### src/coproc_defines.svh
// ====================
// Opcodes, CSR addresses, CSR reset values
// and multiply/divide latencies
// ====================
`ifndef COPROC_DEFINES_SVH
`define COPROC_DEFINES_SVH

// ====================
// Major opcodes
`define CP_OP_SYSTEM      7'b1110011
`define CP_OP_OP          7'b0110011
`define CP_OP_CUSTOM0     7'b0001011
`define CP_OP_CUSTOM1     7'b0101011

`define CP_FUNCT7_MULDIV  7'b0000001  // RV32M marker in funct7

// ====================
// CSR addresses
`define CSR_MSTATUS       12'h300
`define CSR_MISA          12'h301
`define CSR_MIE           12'h304
`define CSR_MTVEC         12'h305
`define CSR_MSCRATCH      12'h340
`define CSR_CYCLE         12'hC00
`define CSR_CYCLEH        12'hC80

// MPP = 11, machine mode
`define MSTATUS_RESET     32'h0000_1800

// MXL = 1 (RV32), I and M bits
`define MISA_VALUE        32'h4000_1100

// Edges from accept to result
`define MUL_LATENCY       3
`define DIV_LATENCY       5

`endif
### src/coproc_pkg.sv
// ====================
// Coprocessor types: instruction union, request/response structs, enums
// ====================
`default_nettype none

package coproc_pkg;

    typedef logic [31:0] cp_word_t;

    // ====================
    // Instruction views
    typedef struct packed {
        logic [6:0] funct7;
        logic [4:0] rs2;
        logic [4:0] rs1;
        logic [2:0] funct3;
        logic [4:0] rd;
        logic [6:0] opcode;
    } cp_rtype_t;

    typedef struct packed {
        logic [11:0] csr;
        logic [4:0]  rs1;     // Also zimm for the immediate forms
        logic [2:0]  funct3;
        logic [4:0]  rd;
        logic [6:0]  opcode;
    } cp_csrtype_t;

    typedef union packed {
        cp_rtype_t   r_view;
        cp_csrtype_t csr_view;
    } cp_instr_u;

    // ====================
    // Unit select and RV32M function codes
    typedef enum logic [1:0] {
        CP_UNIT_NONE   = 2'b00,
        CP_UNIT_CSR    = 2'b01,
        CP_UNIT_MULDIV = 2'b10,
        CP_UNIT_BITOP  = 2'b11
    } cp_unit_e;

    typedef enum logic [2:0] {
        MDU_MUL    = 3'b000,
        MDU_MULH   = 3'b001,
        MDU_MULHSU = 3'b010,
        MDU_MULHU  = 3'b011,
        MDU_DIV    = 3'b100,
        MDU_DIVU   = 3'b101,
        MDU_REM    = 3'b110,
        MDU_REMU   = 3'b111
    } cp_mdu_fn_e;

    // ====================
    // Transfers
    typedef struct packed {
        logic      valid;
        cp_instr_u instr;
        cp_word_t  rs1_data;
        cp_word_t  rs2_data;
    } cp_req_t;

    typedef struct packed {
        logic [2:0]  funct3;
        logic [4:0]  rs1;
        logic [11:0] csr_addr;
        cp_word_t    rs1_data;
        cp_word_t    rs2_data;
    } cp_op_t;

    typedef struct packed {
        logic     valid;
        cp_word_t data;
    } cp_resp_t;

endpackage

`default_nettype wire

### src/csr_file.sv
// ====================
// Machine CSRs, cycle counter, CSRRW/CSRRS/CSRRC
// ====================
`timescale 1ns/1ps
`default_nettype none

`include "coproc_defines.svh"

module csr_file (
    input  wire logic                clk,
    input  wire logic                rst_n,
    input  wire logic                start,
    input  wire coproc_pkg::cp_op_t  op,
    output coproc_pkg::cp_resp_t     resp
);

    logic               pend_q;
    coproc_pkg::cp_op_t op_q;

    logic [31:0] mstatus_q;
    logic [31:0] mie_q;
    logic [31:0] mtvec_q;
    logic [31:0] mscratch_q;
    logic [63:0] cycle_q;

    coproc_pkg::cp_word_t old_val;
    coproc_pkg::cp_word_t src_val;
    coproc_pkg::cp_word_t new_val;

    logic                 valid_q;
    coproc_pkg::cp_word_t data_q;

    // ====================
    // Issue stage
    always_ff @(posedge clk or negedge rst_n) begin
        if (!rst_n) begin
            pend_q <= 1'b0;
        end else begin
            pend_q <= start;
        end
    end

    always_ff @(posedge clk) begin
        if (start)
            op_q <= op;
    end

    // ====================
    // Read and modify
    always_comb begin
        case (op_q.csr_addr)
            `CSR_MSTATUS:  old_val = mstatus_q;
            `CSR_MISA:     old_val = `MISA_VALUE;
            `CSR_MIE:      old_val = mie_q;
            `CSR_MTVEC:    old_val = mtvec_q;
            `CSR_MSCRATCH: old_val = mscratch_q;
            `CSR_CYCLE:    old_val = cycle_q[31:0];
            `CSR_CYCLEH:   old_val = cycle_q[63:32];
            default:       old_val = '0;         // Unmapped reads as zero
        endcase
    end

    assign src_val = op_q.funct3[2] ? {27'd0, op_q.rs1} : op_q.rs1_data;

    always_comb begin
        case (op_q.funct3[1:0])
            2'b01:   new_val = src_val;             // Swap
            2'b10:   new_val = old_val | src_val;   // Set bits
            2'b11:   new_val = old_val & ~src_val;  // Clear bits
            default: new_val = old_val;
        endcase
    end

    // ====================
    // Write back and counter
    always_ff @(posedge clk or negedge rst_n) begin
        if (!rst_n) begin
            mstatus_q  <= `MSTATUS_RESET;
            mie_q      <= '0;
            mtvec_q    <= '0;
            mscratch_q <= '0;
            cycle_q    <= '0;
            valid_q    <= 1'b0;
        end else begin
            cycle_q <= cycle_q + 64'd1;
            valid_q <= pend_q;
            if (pend_q) begin
                // misa, cycle, cycleh and unmapped addresses drop the write
                case (op_q.csr_addr)
                    `CSR_MSTATUS:  mstatus_q  <= new_val;
                    `CSR_MIE:      mie_q      <= new_val;
                    `CSR_MTVEC:    mtvec_q    <= new_val;
                    `CSR_MSCRATCH: mscratch_q <= new_val;
                    default: ;
                endcase
            end
        end
    end

    always_ff @(posedge clk) begin
        if (pend_q)
            data_q <= old_val;  // Value before the write
    end

    assign resp.valid = valid_q;
    assign resp.data  = data_q;

endmodule

`default_nettype wire

### config.mk
export PLATFORM = sky130hd
export DESIGN_NAME = csr_file
export DESIGN_NICKNAME = d
export VERILOG_FILES = /design/src/coproc_pkg.sv /design/src/csr_file.sv
export VERILOG_INCLUDE_DIRS = /design/src
export SDC_FILE = /design/constraint.sdc
export NUM_CORES = 1
export LEC_CHECK = 0
export BUFFER_PORTS_ARGS = -buffer_cell sky130_fd_sc_hd__buf_4
export CORE_ASPECT_RATIO = 0.6
export CORE_UTILIZATION = 30
export DETAILED_ROUTE_END_ITERATION = 8
export HOLD_SLACK_MARGIN = 0.12
export PLACE_DENSITY = 0.45
export SETUP_SLACK_MARGIN = 0.2
export SYNTH_ARGS = -nofsm -noshare
export SYNTH_HDL_FRONTEND = slang
export SYNTH_SLANG_ARGS = --single-unit
### constraint.sdc
create_clock -name clk -period 5.3 [get_ports clk]
set_input_delay 0.265 -clock clk [delete_from_list [all_inputs] [get_ports clk]]
set_output_delay 0.265 -clock clk [all_outputs]
set_load 0.02 [all_outputs]
# Word-level counts from Yosys, hierarchy flattened
# Cells that the tools add are included.
[word_totals]
reg_bits = 278
input_bits = 87
wordCells = 33
[op_classes]
bitwise_logic = 3
n_mux = 3
reduce_logical = 4
eq_ne = 10
addsub = 1
[ops]
columns = ["cell", "n"]
rows = [
  ["$pmux W32 S7", 1],
  ["$pmux W32 S3", 1],
  ["$add A64 B1 Y64 const B", 1],
  ["$eq A12 B10 Y1 const B", 5],
  ["$and A32 B32 Y32", 1],
  ["$mux W32", 1],
  ["$not A32 Y32", 1],
  ["$or A32 B32 Y32", 1],
  ["$eq A12 B12 Y1 const B", 2],
  ["$reduce_and A2 Y1", 4],
  ["$eq A2 B2 Y1 const B", 2],
  ["$eq A2 B1 Y1 const B", 1],
]

# Logic depth before layout (Yosys ltp)
[depth]
depth_word = 4
ltp_mapped = 8
depth_no_buf = 6

# Least setup slack after synthesis
# Ideal clock, no wire load.
[synth_path]
path_type = "flip-flop to flip-flop"
start = "register pend_q"
end = "register mtvec_q[12]"
path_stages_with_launch = 6
slack_ps = 3186
arrival_time_ps = 1974
cell_sequence = "dfrtp_1 clkbuf_1 nand4_1 clkbuf_1 a21oi_1 o31ai_1"
[synth_between]
elab_chain_cells = 1
[synth_rtl]
columns = ["item", "line", "text"]
rows = [
  ["from (decl)", "csr_file.sv:17", "logic pend_q;"],
  ["from (signal assigned)", "csr_file.sv:39", "pend_q <= start;"],
  ["$reduce_and A2 Y1 (no source line)", "-", ""],
  ["to (signal assigned)", "csr_file.sv:92", "`CSR_MTVEC: mtvec_q <= new_val;"],
  ["to (decl)", "csr_file.sv:22", "logic [31:0] mtvec_q;"],
]
# Every way passes these cells.
# A chain may end at the register's enable or synchronous reset.

# Worst setup path after layout
[layout_path]
start = "register op_q[64] (netlist name)"
end = "register mstatus_q[8]"
[layout_between]
elab_chain_cells = 4
[layout_rtl]
columns = ["item", "line", "text"]
rows = [
  ["from (decl)", "csr_file.sv:18", "coproc_pkg::cp_op_t op_q;"],
  ["from (signal assigned)", "csr_file.sv:45", "op_q <= op;"],
  ["$eq A12 B12 Y1 (tied with other cells)", "csr_file.sv:51", "case (op_q.csr_addr)"],
  ["$pmux W32 S7", "csr_file.sv:51", ""],
  ["$and A32 B32 Y32 / $or A32 B32 Y32 (equally long branches)", "csr_file.sv:69, csr_file.sv:68", ""],
  ["$pmux W32 S3", "csr_file.sv:66", "case (op_q.funct3[1:0])"],
  ["to (signal assigned)", "csr_file.sv:78", "mstatus_q <= `MSTATUS_RESET;"],
  ["to (signal assigned)", "csr_file.sv:90", "`CSR_MSTATUS: mstatus_q <= new_val;"],
  ["to (decl)", "csr_file.sv:20", "logic [31:0] mstatus_q;"],
]
# Parallel ways exist; a longest one is shown, timed or not.

==> results.sh <==
export IMPL_status="complete, no violations"
export IMPL_seq_area_frac_synth=0.563
export IMPL_stdcell_area_sq_um=15800
export IMPL_antenna_found_initial=0
export IMPL_syn_inst=1225
export IMPL_cts_root_buf="clkbuf_16"
export IMPL_crit_chain="buf_4, nor4_2, nand4_1, buf_4, a21oi_1, o31ai_1"
export IMPL_num_fill_cells=4268
export IMPL_grt_pass1_wl_um=60600
export IMPL_drt_iter0_markers=611
export IMPL_max_slew_margin=0.184
export IMPL_synth_most_common_cell="dfrtp_1"
export IMPL_cp_max_fo=50
export IMPL_skew_ns=0.0109
export IMPL_diodes=0
export IMPL_grt_pass1_vias=9779
export IMPL_drc=0
export IMPL_wl_per_cell_um=19.9
export IMPL_grt_start_max_net_pins=86
export IMPL_max_cap_viol_count=0
export IMPL_synth_area_leaders="dfrtp_1, edfxtp_1, nand2_1"
export IMPL_avgViaCountPerCell=4.97
export IMPL_ys_types=46
export IMPL_grt_overflow=0
export IMPL_start_kind="flop"
export IMPL_fin_tns_setup_ns=0
export IMPL_cpLargestDelayFamily="simple AND/OR/NAND/NOR gates"
export IMPL_drive_gt1_frac=0.187
export IMPL_fin_nets=1427
export IMPL_grt_usage=0.178
export IMPL_start_util=0.309
export IMPL_slew_viol_final=0
export IMPL_vias=9605
export IMPL_ios=120
export IMPL_finalSetupViolCount=0
export IMPL_clock_path_buffers=3
export IMPL_routed_wl_um=38400
export IMPL_rsz0062_at_grt="no"
export IMPL_tightest_slew_ns=1.21
export IMPL_final_hold_viol_count=0
export IMPL_synth_largest_area_cell="dfrtp_1"
export IMPL_synth_seq_cells=278
export IMPL_fin_util=0.372
export IMPL_path_common_cell="buf_4"
export IMPL_port_buffers=87
export IMPL_syn_nets=1313
export IMPL_synth_flop_cell="dfrtp_1"
export IMPL_peakVddDrop_uv=240
export IMPL_fin_crit_sh=0.655
export IMPL_yosysWarnings=0
export IMPL_slowest_stage="nor4_2"
export IMPL_first_pass_iters=5
export IMPL_clkSlewWorstSetupHoldPaths_ns=0.07
export IMPL_rows=58
export IMPL_clk_latency_ns=0.56
export IMPL_ys_top_cells_by_count="dfrtp_1, nand2_1, o21ai_1, edfxtp_1, nand3_1"
export IMPL_crit_type="flop to flop"
export IMPL_cts_tree="done"
export IMPL_die_w_um=272
export IMPL_synth_async_reset_ratio=0.698
export IMPL_dpl_cell_area_sq_um=14400
export IMPL_place_congestion=0.785
export IMPL_area_delta_synth_final_pct=20.5
export IMPL_cts_sinks=278
export IMPL_synth_edff_count=84
export IMPL_cp_end_kind="flop"
export IMPL_period_minus_slack_ns=3.47
export IMPL_die_area_sq_um=44600
export IMPL_hp_class="primary input to flop"
export IMPL_yosysTopAreaCellShare=0.367
export IMPL_htreeDepth=1
export IMPL_core_sq_um=42500
export IMPL_arrival_ns=3.89
export IMPL_worst_path_largest_cell_delay_ns=1.08
export IMPL_p_per_area_nw_per_um2=293
export IMPL_post_synth_cell_area_avg_sq_um=10.7
export IMPL_postCtsSetupBuffers=0
export IMPL_detail_route_antenna_nets=0
export IMPL_cts_inserted_buffers=29
export IMPL_synth_area_sq_um=13100
export IMPL_crit_buf_inv=2
export IMPL_p_leak_nw=6.39
export IMPL_die_y_um=164
export IMPL_max_freq_ghz=0.288
export IMPL_hpwl_um=24100
export IMPL_required_ns=5.72
placed cells by master, fill, tap and decap left out, drive strengths merged, types with 41 or more instances in the layout:
master       synthesis  routed
buf                 23     110
xor2                59      59
dlygate4sd3          0      53
a21oi               41      41
o21ai              117     117
edfxtp              84      84
nand2              154     154
nor2b               55      55
dfrtp              192     192
nand3               83      83
cells by family (layout without fill, tap and decap cells):
group,Yosys count,in the layout,synth area share
AOI/OAI and AO/OA,269,269,0.138
buffers and inverters,102,238,0.0330
and+or+nand+nor,439,439,0.167
DFF,278,278,0.563
muxes,44,44,0.0362
xor gates and xnor gates,92,92,0.0615
adders and majority gates,1,1,0.000955
flip-flops by register name (all words and copies together), names as in the netlist:
signal      cells
cycle_q        64
data_q         32
mie_q          32
mscratch_q     32
mstatus_q      32
mtvec_q        32
op_q           52
pend_q          1
valid_q         1
worst paths after layout:
path                               startpoint             end  slack, ns  depth (start not counted)
worst max-delay path                 op_q[64]    mstatus_q[8]       1.83                          6
worst min-delay path                    start          pend_q       0.24                          1
worst min register to register  mstatus_q[11]   mstatus_q[11]       0.47                          2
min in group asynchronous               rst_n  mscratch_q[21]       0.28                          2
worst max register to register       op_q[64]    mstatus_q[8]       1.83                          6
max in group asynchronous               rst_n   mstatus_q[13]       3.63                          3
routing by layer:
layer | track usage | share of wire | up-vias | routed length [um]
li1 | - | - | 4628 | -
met1 | 0.280 | 0.52 | 4765 | 20000
met2 | 0.258 | 0.42 | 178 | 16000
met3 | 0.0262 | 0.049 | 34 | 1870
met4 | 0.0263 | 0.013 | 0 | 514
met5 | 0 | 0 | - | 0
worst register-to-register path, delay by kind of cell, from the launching register on:
| family | cells | cell delay (ns) |
|---|---|---|
| simple gates | 2 | 1.76 |
| flops | 1 | 0.36 |
| compound gates | 2 | 0.34 |
| buf+inv | 2 | 0.86 |
layout make-up:
| cell class | instances | area (sq um) | area share |
|---|---|---|---|
| clock inverter | 14 | 70.1 | 0.00444 |
| multi-input combinational | 845 | 5350 | 0.339 |
| timing repair buffer | 164 | 1370 | 0.0867 |
| inverter | 21 | 78.8 | 0.00499 |
| sequential | 278 | 7380 | 0.467 |
| clock buffer | 39 | 836 | 0.0529 |
| tap | 570 | 713 | 0.0451 |
repair_timing:
item / 4_1_cts / 5_1_grt
hold buffers: 53 / 0
endpoints found under the setup margin: 0 / 0
hold endpoints to repair: 133 / 0
gates resized for setup: 0 / 0
per-stage QoR:
step	instances	power, W	setup WS, ns	hold slack [ns]
finish	1931	0.00463	1.83	0.235
global route	1931	0.00482	1.57	0.263
CTS	1931	0.00471	1.69	0.249
detailed placement	1825	0.00267	1.72	0.355
global placement	1825	0.00267	1.81	0.362
floorplan	1225	0.00249	3.19	-0.0306
power breakdown:
part | switching [W] | internal, W | total (W)
Clock | 0.000882 | 0.00110 | 0.00198
Sequential | 0.0000248 | 0.00226 | 0.00229
Combinational | 0.000228 | 0.000136 | 0.000364
Total | 0.00114 | 0.00350 | 0.00463
No activity file was read; power rests on OpenSTA's default activity.
