==> config.mk <==
export PLATFORM = sky130hd
export DESIGN_NAME = cp_dispatch
export DESIGN_NICKNAME = d
export VERILOG_FILES = /design/src/coproc_pkg.sv /design/src/cp_dispatch.sv
export VERILOG_INCLUDE_DIRS = /design/src
export SDC_FILE = /design/constraint.sdc
export NUM_CORES = 1
export LEC_CHECK = 0
export BUFFER_PORTS_ARGS = -buffer_cell sky130_fd_sc_hd__buf_2
export CAP_MARGIN = 0
export CORE_AREA = 2 2 124 126
export DETAILED_ROUTE_END_ITERATION = 16
export DIE_AREA = 0 0 126 128
export PLACE_DENSITY = 0.4
export SLEW_MARGIN = 20
export SYNTH_ARGS = -nofsm -noshare
export SYNTH_HDL_FRONTEND = slang
export SYNTH_SLANG_ARGS = --single-unit
==> constraint.sdc <==
create_clock -name vclk -period 0.8
set_clock_uncertainty 0.1 [all_clocks]
set_input_delay 0.08 -clock vclk [all_inputs]
set_output_delay 0.08 -clock vclk [all_outputs]
set_load 0.005 [all_outputs]
==> src/coproc_defines.svh <==
// ====================
// Opcodes, CSR addresses, CSR reset values
// and multiply/divide latencies
// ====================
`ifndef COPROC_DEFINES_SVH
`define COPROC_DEFINES_SVH

// ====================
// Major opcodes
`define CP_OP_SYSTEM      7'b1110011
`define CP_OP_OP          7'b0110011
`define CP_OP_CUSTOM0     7'b0001011
`define CP_OP_CUSTOM1     7'b0101011

`define CP_FUNCT7_MULDIV  7'b0000001  // RV32M marker in funct7

// ====================
// CSR addresses
`define CSR_MSTATUS       12'h300
`define CSR_MISA          12'h301
`define CSR_MIE           12'h304
`define CSR_MTVEC         12'h305
`define CSR_MSCRATCH      12'h340
`define CSR_CYCLE         12'hC00
`define CSR_CYCLEH        12'hC80

// MPP = 11, machine mode
`define MSTATUS_RESET     32'h0000_1800

// MXL = 1 (RV32), I and M bits
`define MISA_VALUE        32'h4000_1100

// Edges from accept to result
`define MUL_LATENCY       3
`define DIV_LATENCY       5

`endif
==> src/coproc_pkg.sv <==
// ====================
// Coprocessor types: instruction union, request/response structs, enums
// ====================
`default_nettype none

package coproc_pkg;

    typedef logic [31:0] cp_word_t;

    // ====================
    // Instruction views
    typedef struct packed {
        logic [6:0] funct7;
        logic [4:0] rs2;
        logic [4:0] rs1;
        logic [2:0] funct3;
        logic [4:0] rd;
        logic [6:0] opcode;
    } cp_rtype_t;

    typedef struct packed {
        logic [11:0] csr;
        logic [4:0]  rs1;     // Also zimm for the immediate forms
        logic [2:0]  funct3;
        logic [4:0]  rd;
        logic [6:0]  opcode;
    } cp_csrtype_t;

    typedef union packed {
        cp_rtype_t   r_view;
        cp_csrtype_t csr_view;
    } cp_instr_u;

    // ====================
    // Unit select and RV32M function codes
    typedef enum logic [1:0] {
        CP_UNIT_NONE   = 2'b00,
        CP_UNIT_CSR    = 2'b01,
        CP_UNIT_MULDIV = 2'b10,
        CP_UNIT_BITOP  = 2'b11
    } cp_unit_e;

    typedef enum logic [2:0] {
        MDU_MUL    = 3'b000,
        MDU_MULH   = 3'b001,
        MDU_MULHSU = 3'b010,
        MDU_MULHU  = 3'b011,
        MDU_DIV    = 3'b100,
        MDU_DIVU   = 3'b101,
        MDU_REM    = 3'b110,
        MDU_REMU   = 3'b111
    } cp_mdu_fn_e;

    // ====================
    // Transfers
    typedef struct packed {
        logic      valid;
        cp_instr_u instr;
        cp_word_t  rs1_data;
        cp_word_t  rs2_data;
    } cp_req_t;

    typedef struct packed {
        logic [2:0]  funct3;
        logic [4:0]  rs1;
        logic [11:0] csr_addr;
        cp_word_t    rs1_data;
        cp_word_t    rs2_data;
    } cp_op_t;

    typedef struct packed {
        logic     valid;
        cp_word_t data;
    } cp_resp_t;

endpackage

`default_nettype wire

==> src/cp_dispatch.sv <==
// ====================
// Decode, unit select, issue gating and response merge
// ====================
`timescale 1ns/1ps
`default_nettype none

`include "coproc_defines.svh"

module cp_dispatch (
    input  wire logic                 clk,
    input  wire logic                 rst_n,
    input  wire coproc_pkg::cp_req_t  req,
    input  wire logic                 unit_busy,
    input  wire coproc_pkg::cp_resp_t csr_resp,
    input  wire coproc_pkg::cp_resp_t mdu_resp,
    input  wire coproc_pkg::cp_resp_t bit_resp,
    output logic                      csr_start,
    output logic                      mdu_start,
    output logic                      bit_start,
    output coproc_pkg::cp_op_t        op,
    output coproc_pkg::cp_resp_t      resp,
    output logic                      busy,
    output logic                      detected
);

    coproc_pkg::cp_instr_u instr;
    coproc_pkg::cp_unit_e  unit;
    logic                  accept;

    assign instr = req.instr;

    // ====================
    // Classification
    always_comb begin
        unit = coproc_pkg::CP_UNIT_NONE;
        case (instr.r_view.opcode)
            `CP_OP_SYSTEM: begin
                // funct3 000 and 100 belong to the core
                if (instr.csr_view.funct3[1:0] != 2'b00)
                    unit = coproc_pkg::CP_UNIT_CSR;
            end
            `CP_OP_OP: begin
                if (instr.r_view.funct7 == `CP_FUNCT7_MULDIV)
                    unit = coproc_pkg::CP_UNIT_MULDIV;
            end
            `CP_OP_CUSTOM0, `CP_OP_CUSTOM1: unit = coproc_pkg::CP_UNIT_BITOP;
            default: unit = coproc_pkg::CP_UNIT_NONE;
        endcase
    end

    assign detected = req.valid && (unit != coproc_pkg::CP_UNIT_NONE);
    assign busy     = unit_busy;                // Only the MDU holds off issue
    assign accept   = detected && !unit_busy;

    assign csr_start = accept && (unit == coproc_pkg::CP_UNIT_CSR);
    assign mdu_start = accept && (unit == coproc_pkg::CP_UNIT_MULDIV);
    assign bit_start = accept && (unit == coproc_pkg::CP_UNIT_BITOP);

    // Shared operand bundle, only the strobed unit picks it up
    assign op = '{
        funct3:   instr.csr_view.funct3,
        rs1:      instr.csr_view.rs1,
        csr_addr: instr.csr_view.csr,
        rs1_data: req.rs1_data,
        rs2_data: req.rs2_data
    };

    // ====================
    // Response merge
    assign resp.valid = csr_resp.valid | mdu_resp.valid | bit_resp.valid;
    assign resp.data  = ({32{csr_resp.valid}} & csr_resp.data)
                      | ({32{mdu_resp.valid}} & mdu_resp.data)
                      | ({32{bit_resp.valid}} & bit_resp.data);

    // Latencies and busy gating keep unit results apart
    a_resp_onehot: assert property (
        @(posedge clk) disable iff (!rst_n)
        $onehot0({csr_resp.valid, mdu_resp.valid, bit_resp.valid})
    );

endmodule

`default_nettype wire

---- Word level (Yosys, flattened, before mapping) ----
Index checks and enable logic that the tools add are counted.
operators by class
  equality and inequality tests ........... 8
  multiplexer cells ....................... 3
  bitwise gates (word level) .............. 7
  reduce and logical (&&, ||, !) cells .... 9
operator list
  cell                                                             number
  32-bit AND                                                       3
  32-bit OR                                                        2
  7-bit by 6-bit == test with 1-bit output, second input constant  2
  7-bit by 1-bit == test with 1-bit output, second input constant  1
  7-bit by 4-bit == test with 1-bit output, second input constant  1
  7-bit == test, second input constant                             1
  2-bit case mux with 3 select lines                               1
  1-bit logical AND                                                5
  2-bit == test, second input constant                             2
  2-bit nonzero test                                               2
  2-bit by 1-bit == test with 1-bit output, second input constant  1
  2-bit 2-to-1 mux                                                 1
  1-bit OR                                                         2
  2-bit OR reduction                                               1
  1-bit logical NOT                                                1
  1-bit 2-to-1 mux                                                 1
word-level totals
  flip-flop bits (word level) ............. 0
  output and inout bits ................... 122
  logic and storage cells ................. 27

---- Logic depth before layout (Yosys ltp) ----
Gate-level depths: netlist of run 1.
  word-level depth ........................ 7
  gate-level depth with buffers ........... 4

---- Worst setup path before layout of run 1 ----
OpenSTA, ideal clock, no wires.
  kind .................................... input to output
  start point ............................. input csr_resp[32] (netlist name)
  end point ............................... output resp[0] (netlist name)
  arrival ................................. 0.678 ns
  slack ................................... -0.058 ns
  cell stages on the path ................. 4
  path buffers ............................ 2
  path through ............................ buf_6 buf_6 a222oi_1 inv_1
RTL lines
  element      line               RTL
  from (decl)  cp_dispatch.sv:14  input wire coproc_pkg::cp_resp_t csr_resp,
  to (decl)    cp_dispatch.sv:21  output coproc_pkg::cp_resp_t resp,

---- Worst setup path in the final report of run 1 ----
  start point ............................. input req[90] (netlist name)
  end point ............................... output detected
on the way
  longest elaborated chain between the ends .. 5
RTL lines
  element                                                    line               RTL
  from (decl)                                                cp_dispatch.sv:12  input wire coproc_pkg::cp_req_t req,
  7-bit by 1-bit == test with 1-bit output (no source line)  -
  2-bit 2-to-1 mux                                           cp_dispatch.sv:43  if (instr.r_view.funct7 == `CP_FUNCT7_MULDIV)
  2-bit case mux with 3 select lines                         cp_dispatch.sv:36  case (instr.r_view.opcode)
  2-bit nonzero test                                         cp_dispatch.sv:51  assign detected = req.valid && (unit != coproc_pkg::CP_UNIT_NONE);
  1-bit logical AND                                          cp_dispatch.sv:51
  to (decl)                                                  cp_dispatch.sv:23  output logic detected
No other way between the ends.

==> metrics.cfg, run 1 <==
[power]
pwr-share-seq_pct = 0
power_density_nw_per_um2 = 493
leakage_uw = 0.00107
comb_power_share_pct = 100.0
p_clk_share_pct = 0
p_sw_share_pct = 40.2
ir_drop_v = 0.000230
power.switching_uw = 392
p_int_uw = 584

[grt]
antenna_found_initial = 0
grt_max_degree = 34
grt_overflow = 0
globalRouteTotalUtil_pct = 5.98
first_global_vias = 1545
grt_first_pass_wirelength_um = 7760

[floorplan]
row_count = 45
die_width_um = 126
die_area_um2 = 16100
start_util_pct = 8.48
die_h_um = 128
pin_count = 321
core-area_um2 = 14900

[worst_setup_path]
critPathRequiredTime_ns = 0.62
cp-start-kind = primary input
critPathKind = in2out
end_kind = primary output
worst_ep_arrival_time_ns = 0.91
cp_max_fo = 2

[detailed_routing]
antenna_left = 0
wirelength_um = 5500
drc = 0
first_pass_iters = 7
drt_iter0_markers = 133
wl_per_cell_um = 12.4
vias = 1576
routed_via_density = 3.55

[placed_design]
io_buffers = 164
globalplace.congestion = 0.692
place_inst = 439
place_hpwl_um = 4190

[finish]
final_util_pct = 13.3
flops_and_latches = 0
n_antenna_cell = 0
areaGrowthSynthToFinish_pct = 57.1
nNetsFinal = 457
seq_area_um2 = 0
finalNonFillerCells = 444
multiInputGateArea_um2 = 493
num-clock-buffers = 0
nFillCells = 1735
drive_gt1_share_pct = 73.0

[logic_synthesis]
ys_types = 18
yosysWarnings = 0
syn_nets = 375
syn_inst = 176
synthTopCellsByArea = buf_4 (51%), a222oi_1 (25%), inv_1 (9.5%)
synth_area_um2 = 1260
synth_area_per_cell_um2 = 7.16
synth_top_area_share_pct = 50.6
synth_top_area_cell = buf_4
ys_seq_area_share_pct = 0

[timing]
max_freq_mhz = 919
layout_min_cycle_time_ns = 1.09
worst_slack_ns = -0.288
fin_crit_sh_pct = 136
worst_pin_slew_ns = 0.363
drv_slew = 0
finalSetupViolCount = 37
hold_violations = 0
rsz0062_at_grt = yes
slew_headroom_pct = 75.8

[worst_hold_path]
min_path_type = in2out

[cts]
hold_buffers = 0

[job]
drv_cap = 0

[status]
status = complete, but fails checks
violations = setup timing

## cell families after synthesis
kind of cell | share of synthesized area, %
simple gates | 6.65
compound gates | 26.9
buf+inv | 66.4
## synthesized netlist by cell type
cell type and instances:
a222oi_1 32, nand2_1 3, o21ai_0 1, a31oi_1 1, nand2b_1 1, nor3_1 2, buf_2 6, buf_6 4
clkbuf_1 1, o211ai_1 1, and3b_1 2, nor2_1 1, nor3b_1 1, or3_1 1, nor4_1 1, buf_4 85
inv_1 32, nor4b_2 1
## repair_timing
action / CTS / global route
gates resized for setup: 38 / 4
cloned: 4 / 0
setup buffers: 0 / 1
setup endpoints to repair: 37 / 37
pin swaps: 39 / 3
## per-layer routing
layer,up-vias,wire (µm),global-route usage (%)
li1,706,-,-
met1,706,1840,5.98
met2,136,2930,12.3
met3,28,504,0.626
met4,0,231,2.65
met5,-,0,0
## power groups by stage
stage	combinational (µW)	sequential (µW)	clock [µW]
detailed placement	818	0	0
finish	976	0	0
CTS	979	0	0
global route	1070	0	0
floorplan	633	0	0
global placement	813	0	0
## layout by cell type (no fill, tap or decap), drive strengths merged
cell type	count
nor4	1
a222oi	32
or3	1
nor4b	1
nor2	1
nand2b	1
o211ai	1
inv	32
nor3b	1
nor3	2
a31oi	1
and3b	2
buf	176
o21ai	1
nand2	3
## final timing paths
check	to	cells past startpoint	startpoint
worst max-delay path	detected	5	req[90]
worst min-delay path	op[35]	0	req[35]
## metrics by stage
| stage | instance area, µm² | setup TNS [ns] | total power [µW] | setup WS (ns) | hold slack, ns |
|---|---|---|---|---|---|
| finish | 1980 | -7.21 | 976 | -0.288 | 0.0600 |
| global route | 1980 | -9.55 | 1070 | -0.355 | 0.0600 |
| CTS | 1950 | -7.54 | 979 | -0.321 | 0.0600 |
| detailed placement | 1700 | -13.43 | 818 | -0.553 | 0.0600 |
| global placement | 1700 | -12.60 | 813 | -0.484 | 0.0600 |
| floorplan | 1260 | -1.72 | 633 | -0.0576 | 0.141 |
## worst max-delay path, stage by stage
cell and delay [ns]:
buf_8 0.10, nor4b_4 0.28, nand2_1 0.12, a31oi_1 0.18, buf_2 0.14
## final cells by class
| cell class | count | share of cell area [%] |
|---|---|---|
| inverters | 32 | 6.07 |
| well taps | 188 | 11.9 |
| repair buffers | 176 | 57.1 |
| multi-input cells | 48 | 24.9 |
No activity file was read; power rests on OpenSTA's default activity.
==> run 2: changes to the inputs <==
Settings changed: ABC_AREA from default to 1, CORE_AREA 2 2 124 126 to 2 2 126 128, DIE_AREA 0 0 126 128 to 0 0 128 130.
==> metrics.cfg, run 2 <==
[worst_setup_path]
end_kind = primary output
cp-start-kind = primary input
worst_ep_arrival_time_ns = 0.89  ; -0.02 ns
cp_cell_sequence = buf_6 > nor2_2 > nand2_1 > nor2_1 > nand2_1 > nand3_2 > nand3_4 > nor2_2 > buf_2
critPathRequiredTime_ns = 0.62  ; about the same
critPathMaxStageDelay_ns = 0.11  ; -0.17 ns
critPathKind = in2out
cp_max_fo = 3  ; +1
critical-path-slowest-cell = buf_2

[logic_synthesis]
ys_types = 12  ; -6
synthTopCellsByArea = buf_4 (46%), nand2_1 (28%), nand3_1 (12%)
synth_top_area_cell = buf_4
ys_seq_area_share_pct = 0  ; unchanged
syn_inst = 262  ; +49%
yosysWarnings = 0  ; unchanged
synth_top_area_share_pct = 46.2  ; -4.5 points
synth.most_common_cell = nand2_1
ys_top_cells_by_count = nand2_1 (103), buf_4 (85), nand3_1 (34)
synth_area_per_cell_um2 = 5.28  ; -26%
syn_nets = 461  ; +23%
synth_area_um2 = 1380  ; +9.7%

[timing]
fin_crit_sh_pct = 134  ; -2.5 points
slew_headroom_pct = 81.2  ; +5.4 points
layout_min_cycle_time_ns = 1.07  ; -0.0198 ns
drv_slew = 0  ; unchanged
worst_pin_slew_ns = 0.279  ; -0.0843 ns
hold_violations = 0  ; unchanged
finalSetupViolCount = 26  ; -30%
holdWs_ns = 0.0600  ; -0.000000600 ns
rsz0062_at_grt = yes
worst_slack_ns = -0.268  ; +0.0198 ns
max_freq_mhz = 936  ; +1.8%
setup_tns_ns = -2.01  ; +5.20 ns

[finish]
n_antenna_cell = 0  ; unchanged
flops_and_latches = 0  ; unchanged
layout_common_cells = buf_2 (145), nand2_4 (40), nand2_1 (34)
drive_gt1_share_pct = 83.5  ; +10 points
num-clock-buffers = 0  ; unchanged
nNetsFinal = 552  ; +21%
final_common_cell = buf_2
finalInstanceArea_um2 = 2880  ; +46%
seq_area_um2 = 0  ; unchanged
areaGrowthSynthToFinish_pct = 109

[power]
p_sw_share_pct = 45.4  ; +5.2 points
comb_power_share_pct = 100.0  ; about the same
p_int_uw = 812  ; +39%
p_clk_share_pct = 0  ; unchanged
pwr-share-seq_pct = 0  ; unchanged
ir_drop_v = 0.000230  ; -0.30%
finalPower_uw = 1490  ; +52%
power.switching_uw = 675  ; +72%
power_density_nw_per_um2 = 515  ; +4.5%
leakage_uw = 0.00160  ; +49%

[detailed_routing]
routed_via_density = 3.57  ; +0.45%
vias = 1936  ; +23%
drc = 0  ; unchanged
wirelength_um = 7400  ; +34%
drt_iter0_markers = 6  ; -95%
first_pass_iters = 3  ; -4
antenna_left = 0  ; unchanged
wl_per_cell_um = 13.6  ; +10%

[placed_design]
placed_area_um2 = 1880  ; +11%
globalplace.congestion = 0.651  ; -5.8%
io_buffers = 164  ; unchanged
place_hpwl_um = 5230  ; +25%

[status]
violations = setup timing
status = complete, but fails checks

[worst_hold_path]
min_path_type = in2out

[grt]
globalRouteTotalUtil_pct = 7.65  ; +1.7 points
first_global_vias = 1786  ; +16%
antenna_found_initial = 0  ; unchanged
grt_overflow = 0  ; unchanged
grt_first_pass_wirelength_um = 9690  ; +25%
grt_max_degree = 10  ; -71%

[floorplan]
pin_count = 321  ; unchanged
row_count = 46  ; +2.2%
start_util_pct = 8.96  ; +0.49 points
die_h_um = 130  ; +1.6%
core-area_um2 = 15400  ; +3.8%
die_width_um = 128  ; +1.6%
die_area_um2 = 16600  ; +3.2%

[job]
drv_cap = 0  ; unchanged

-- run 2: worst max-delay path: cells and delay by family --
kind | cells | cell delay (ns)
buf+inv | 2 | 0.21
simple gates | 7 | 0.59
-- run 2: per-stage QoR --
stage / util, % / setup slack (ns) / std cells
after floorplan: - / 0.00887 / 262
after global placement: 12.2 / -0.320 / 534
after detailed placement: 12.2 / -0.318 / 534
after CTS: 16.0 / -0.311 / 543
after global routing: 18.7 / -0.374 / 543
final: 18.7 / -0.268 / 543
-- run 2: worst paths after layout --
| check | startpoint | endpoint | slack (ns) | depth (start not counted) |
|---|---|---|---|---|
| worst max-delay path | req[91] | mdu_start | -0.27 | 9 |
| worst min-delay path | req[18] | op[18] | 0.06 | 0 |
-- run 2: kinds of logic (layout without fill, tap and decap cells) --
logic type / after synthesis / count (layout) / synth area share, %
buffers and inverters: 104 / 193 / 52.1
and+or+nand+nor: 158 / 158 / 47.9
-- run 2: cell type report --
cell class	count	area, µm²
fill	1769	12500
inverter	7	26.3
multi-input combinational	158	1230
tap	192	240
timing repair buffer	186	1390
-- run 2: power by group through the flow --
stage / sequential [µW] / combinational, µW / clock [µW]
2_1_floorplan: 0 / 637 / 0
3_3_place_gp: 0 / 896 / 0
3_5_place_dp: 0 / 889 / 0
4_1_cts: 0 / 1280 / 0
5_1_grt: 0 / 1610 / 0
6_report: 0 / 1490 / 0
-- run 2: per-layer routing --
| metal | part of all wire [%] | routed length, µm | GRT usage (%) | up-vias |
|---|---|---|---|---|
| li1 | - | - | - | 915 |
| met1 | 35 | 2590 | 8.42 | 865 |
| met2 | 55 | 4060 | 14.9 | 124 |
| met3 | 6.8 | 502 | 0.943 | 32 |
| met4 | 3.3 | 247 | 2.91 | 0 |
| met5 | 0 | 0 | 0 | - |
-- run 2: repair_timing --
action                     4_1_cts  5_1_grt
gates resized for setup        103      100
setup endpoints to repair       37       36
gates cloned                     7        1
hold buffers                     0        0
setup buffers                    2        0
pin swaps                       17       35
==> run 3: changes to the inputs <==
Settings changed: PLACE_DENSITY 0.4 to default.
==> metrics.cfg, run 3 (synthesis results as in run 2) <==
[timing]
finalSetupViolCount = 5  ; -81%
rsz0062_at_grt = yes
worst_slack_ns = -0.288  ; -0.0195 ns
worst_pin_slew_ns = 0.260  ; -0.0196 ns
hold_violations = 0  ; unchanged
holdWs_ns = 0.0600  ; unchanged
setup_tns_ns = -1.17  ; +0.848 ns
fin_crit_sh_pct = 136  ; +2.4 points
layout_min_cycle_time_ns = 1.09  ; +0.0195 ns
max_freq_mhz = 919  ; -1.8%
slew_headroom_pct = 82.5  ; +1.3 points
drv_slew = 0  ; unchanged

[worst_setup_path]
critical-path-slowest-cell = buf_2
worst_ep_arrival_time_ns = 0.91  ; +0.02 ns
critPathRequiredTime_ns = 0.62  ; about the same
cp_max_fo = 3  ; unchanged
cp-start-kind = primary input
end_kind = primary output
critPathMaxStageDelay_ns = 0.13  ; +0.02 ns
critPathKind = in2out
path_buf_inv = 2  ; unchanged
path_delay_family = simple AND/OR/NAND/NOR gates
cp_cell_sequence = buf_6 > nor2_4 > nand2_2 > nor2_2 > nand2_2 > nand3_2 > nand3_2 > nor2_1 > buf_2

[floorplan]
start_util_pct = 8.96  ; unchanged
row_count = 46  ; unchanged
core-area_um2 = 15400  ; unchanged
die_area_um2 = 16600  ; unchanged
die_h_um = 130  ; unchanged
die_width_um = 128  ; unchanged
pin_count = 321  ; unchanged

[detailed_routing]
wl_per_cell_um = 13.6  ; -0.17%
antenna_left = 0  ; unchanged
wirelength_um = 7420  ; +0.38%
drt_iter0_markers = 20  ; +14
vias = 1962  ; +1.3%
first_pass_iters = 4  ; +1
drc = 0  ; unchanged
routed_via_density = 3.59  ; +0.79%

[status]
status = complete, but fails checks
violations = setup timing

[grt]
antenna_found_initial = 0  ; unchanged
grt_first_pass_wirelength_um = 9440  ; -2.6%
grt_max_degree = 10  ; unchanged
grt_overflow = 0  ; unchanged
globalRouteTotalUtil_pct = 7.56  ; -0.095 points
first_global_vias = 1711  ; -4.2%

[placed_design]
globalplace.congestion = 0.700  ; +7.4%
io_buffers = 164  ; unchanged
place_hpwl_um = 5180  ; -0.99%

[finish]
seq_area_um2 = 0  ; unchanged
final_common_cell = buf_2
layout_common_cells = buf_2 (146), nand2_2 (45), nand2_4 (31)
nFillCells = 1752  ; -0.96%
flops_and_latches = 0  ; unchanged
n_antenna_cell = 0  ; unchanged
areaGrowthSynthToFinish_pct = 109
final_util_pct = 18.8  ; +0.057 points
nNetsFinal = 555  ; +0.54%
num-clock-buffers = 0  ; unchanged
drive_gt1_share_pct = 85.6  ; +2.1 points

[power]
finalPower_uw = 1480  ; -0.65%
leakage_uw = 0.00158  ; -0.73%
power_density_nw_per_um2 = 511  ; -0.95%
ir_drop_v = 0.000228  ; -0.64%

[job]
drv_cap = 0  ; unchanged

[worst_hold_path]
min_path_type = in2out

run 3: final timing paths:
kind / startpoint / end / cells after the start
worst max-delay path: req[67] / bit_start / 9
worst min-delay path: req[18] / op[18] / 0
run 3: area by class of cell:
cell class | count | area [µm²] | area share, %
timing repair buffer | 189 | 1450 | 50.0
multi-input combinational | 158 | 1180 | 40.8
tap | 192 | 240 | 8.30
inverter | 7 | 26.3 | 0.908
run 3: report_power, final:
part / switching (µW) / internal (µW)
Combinational: 646 / 831
Clock: 0 / 0
Sequential: 0 / 0
run 3: metal layers:
layer	share of wire, %	global-route usage, %	vias to the layer above	routed length, µm
met5	0	0	-	0
li1	-	-	919	-
met3	9.4	1.89	36	696
met4	4.7	3.56	0	349
met2	54	14.9	154	4020
met1	32	7.36	853	2360
run 3: per-stage QoR:
stage / std cells / worst slack (ns) / cell area [µm²]
final: 546 / -0.288 / 2890
after global routing: 546 / -0.366 / 2890
after CTS: 544 / -0.316 / 2340
after detailed placement: 531 / -0.357 / 1870
after global placement: 531 / -0.344 / 1870
after floorplan: 262 / 0.00887 / 1380
run 3: what timing repair did:
item                                    in CTS  in global routing
gates cloned                                 9                  1
pin swaps                                   15                 30
setup buffers                                4                  1
endpoints found under the setup margin      37                 32
hold buffers                                 0                  0
resized for setup                           57                139
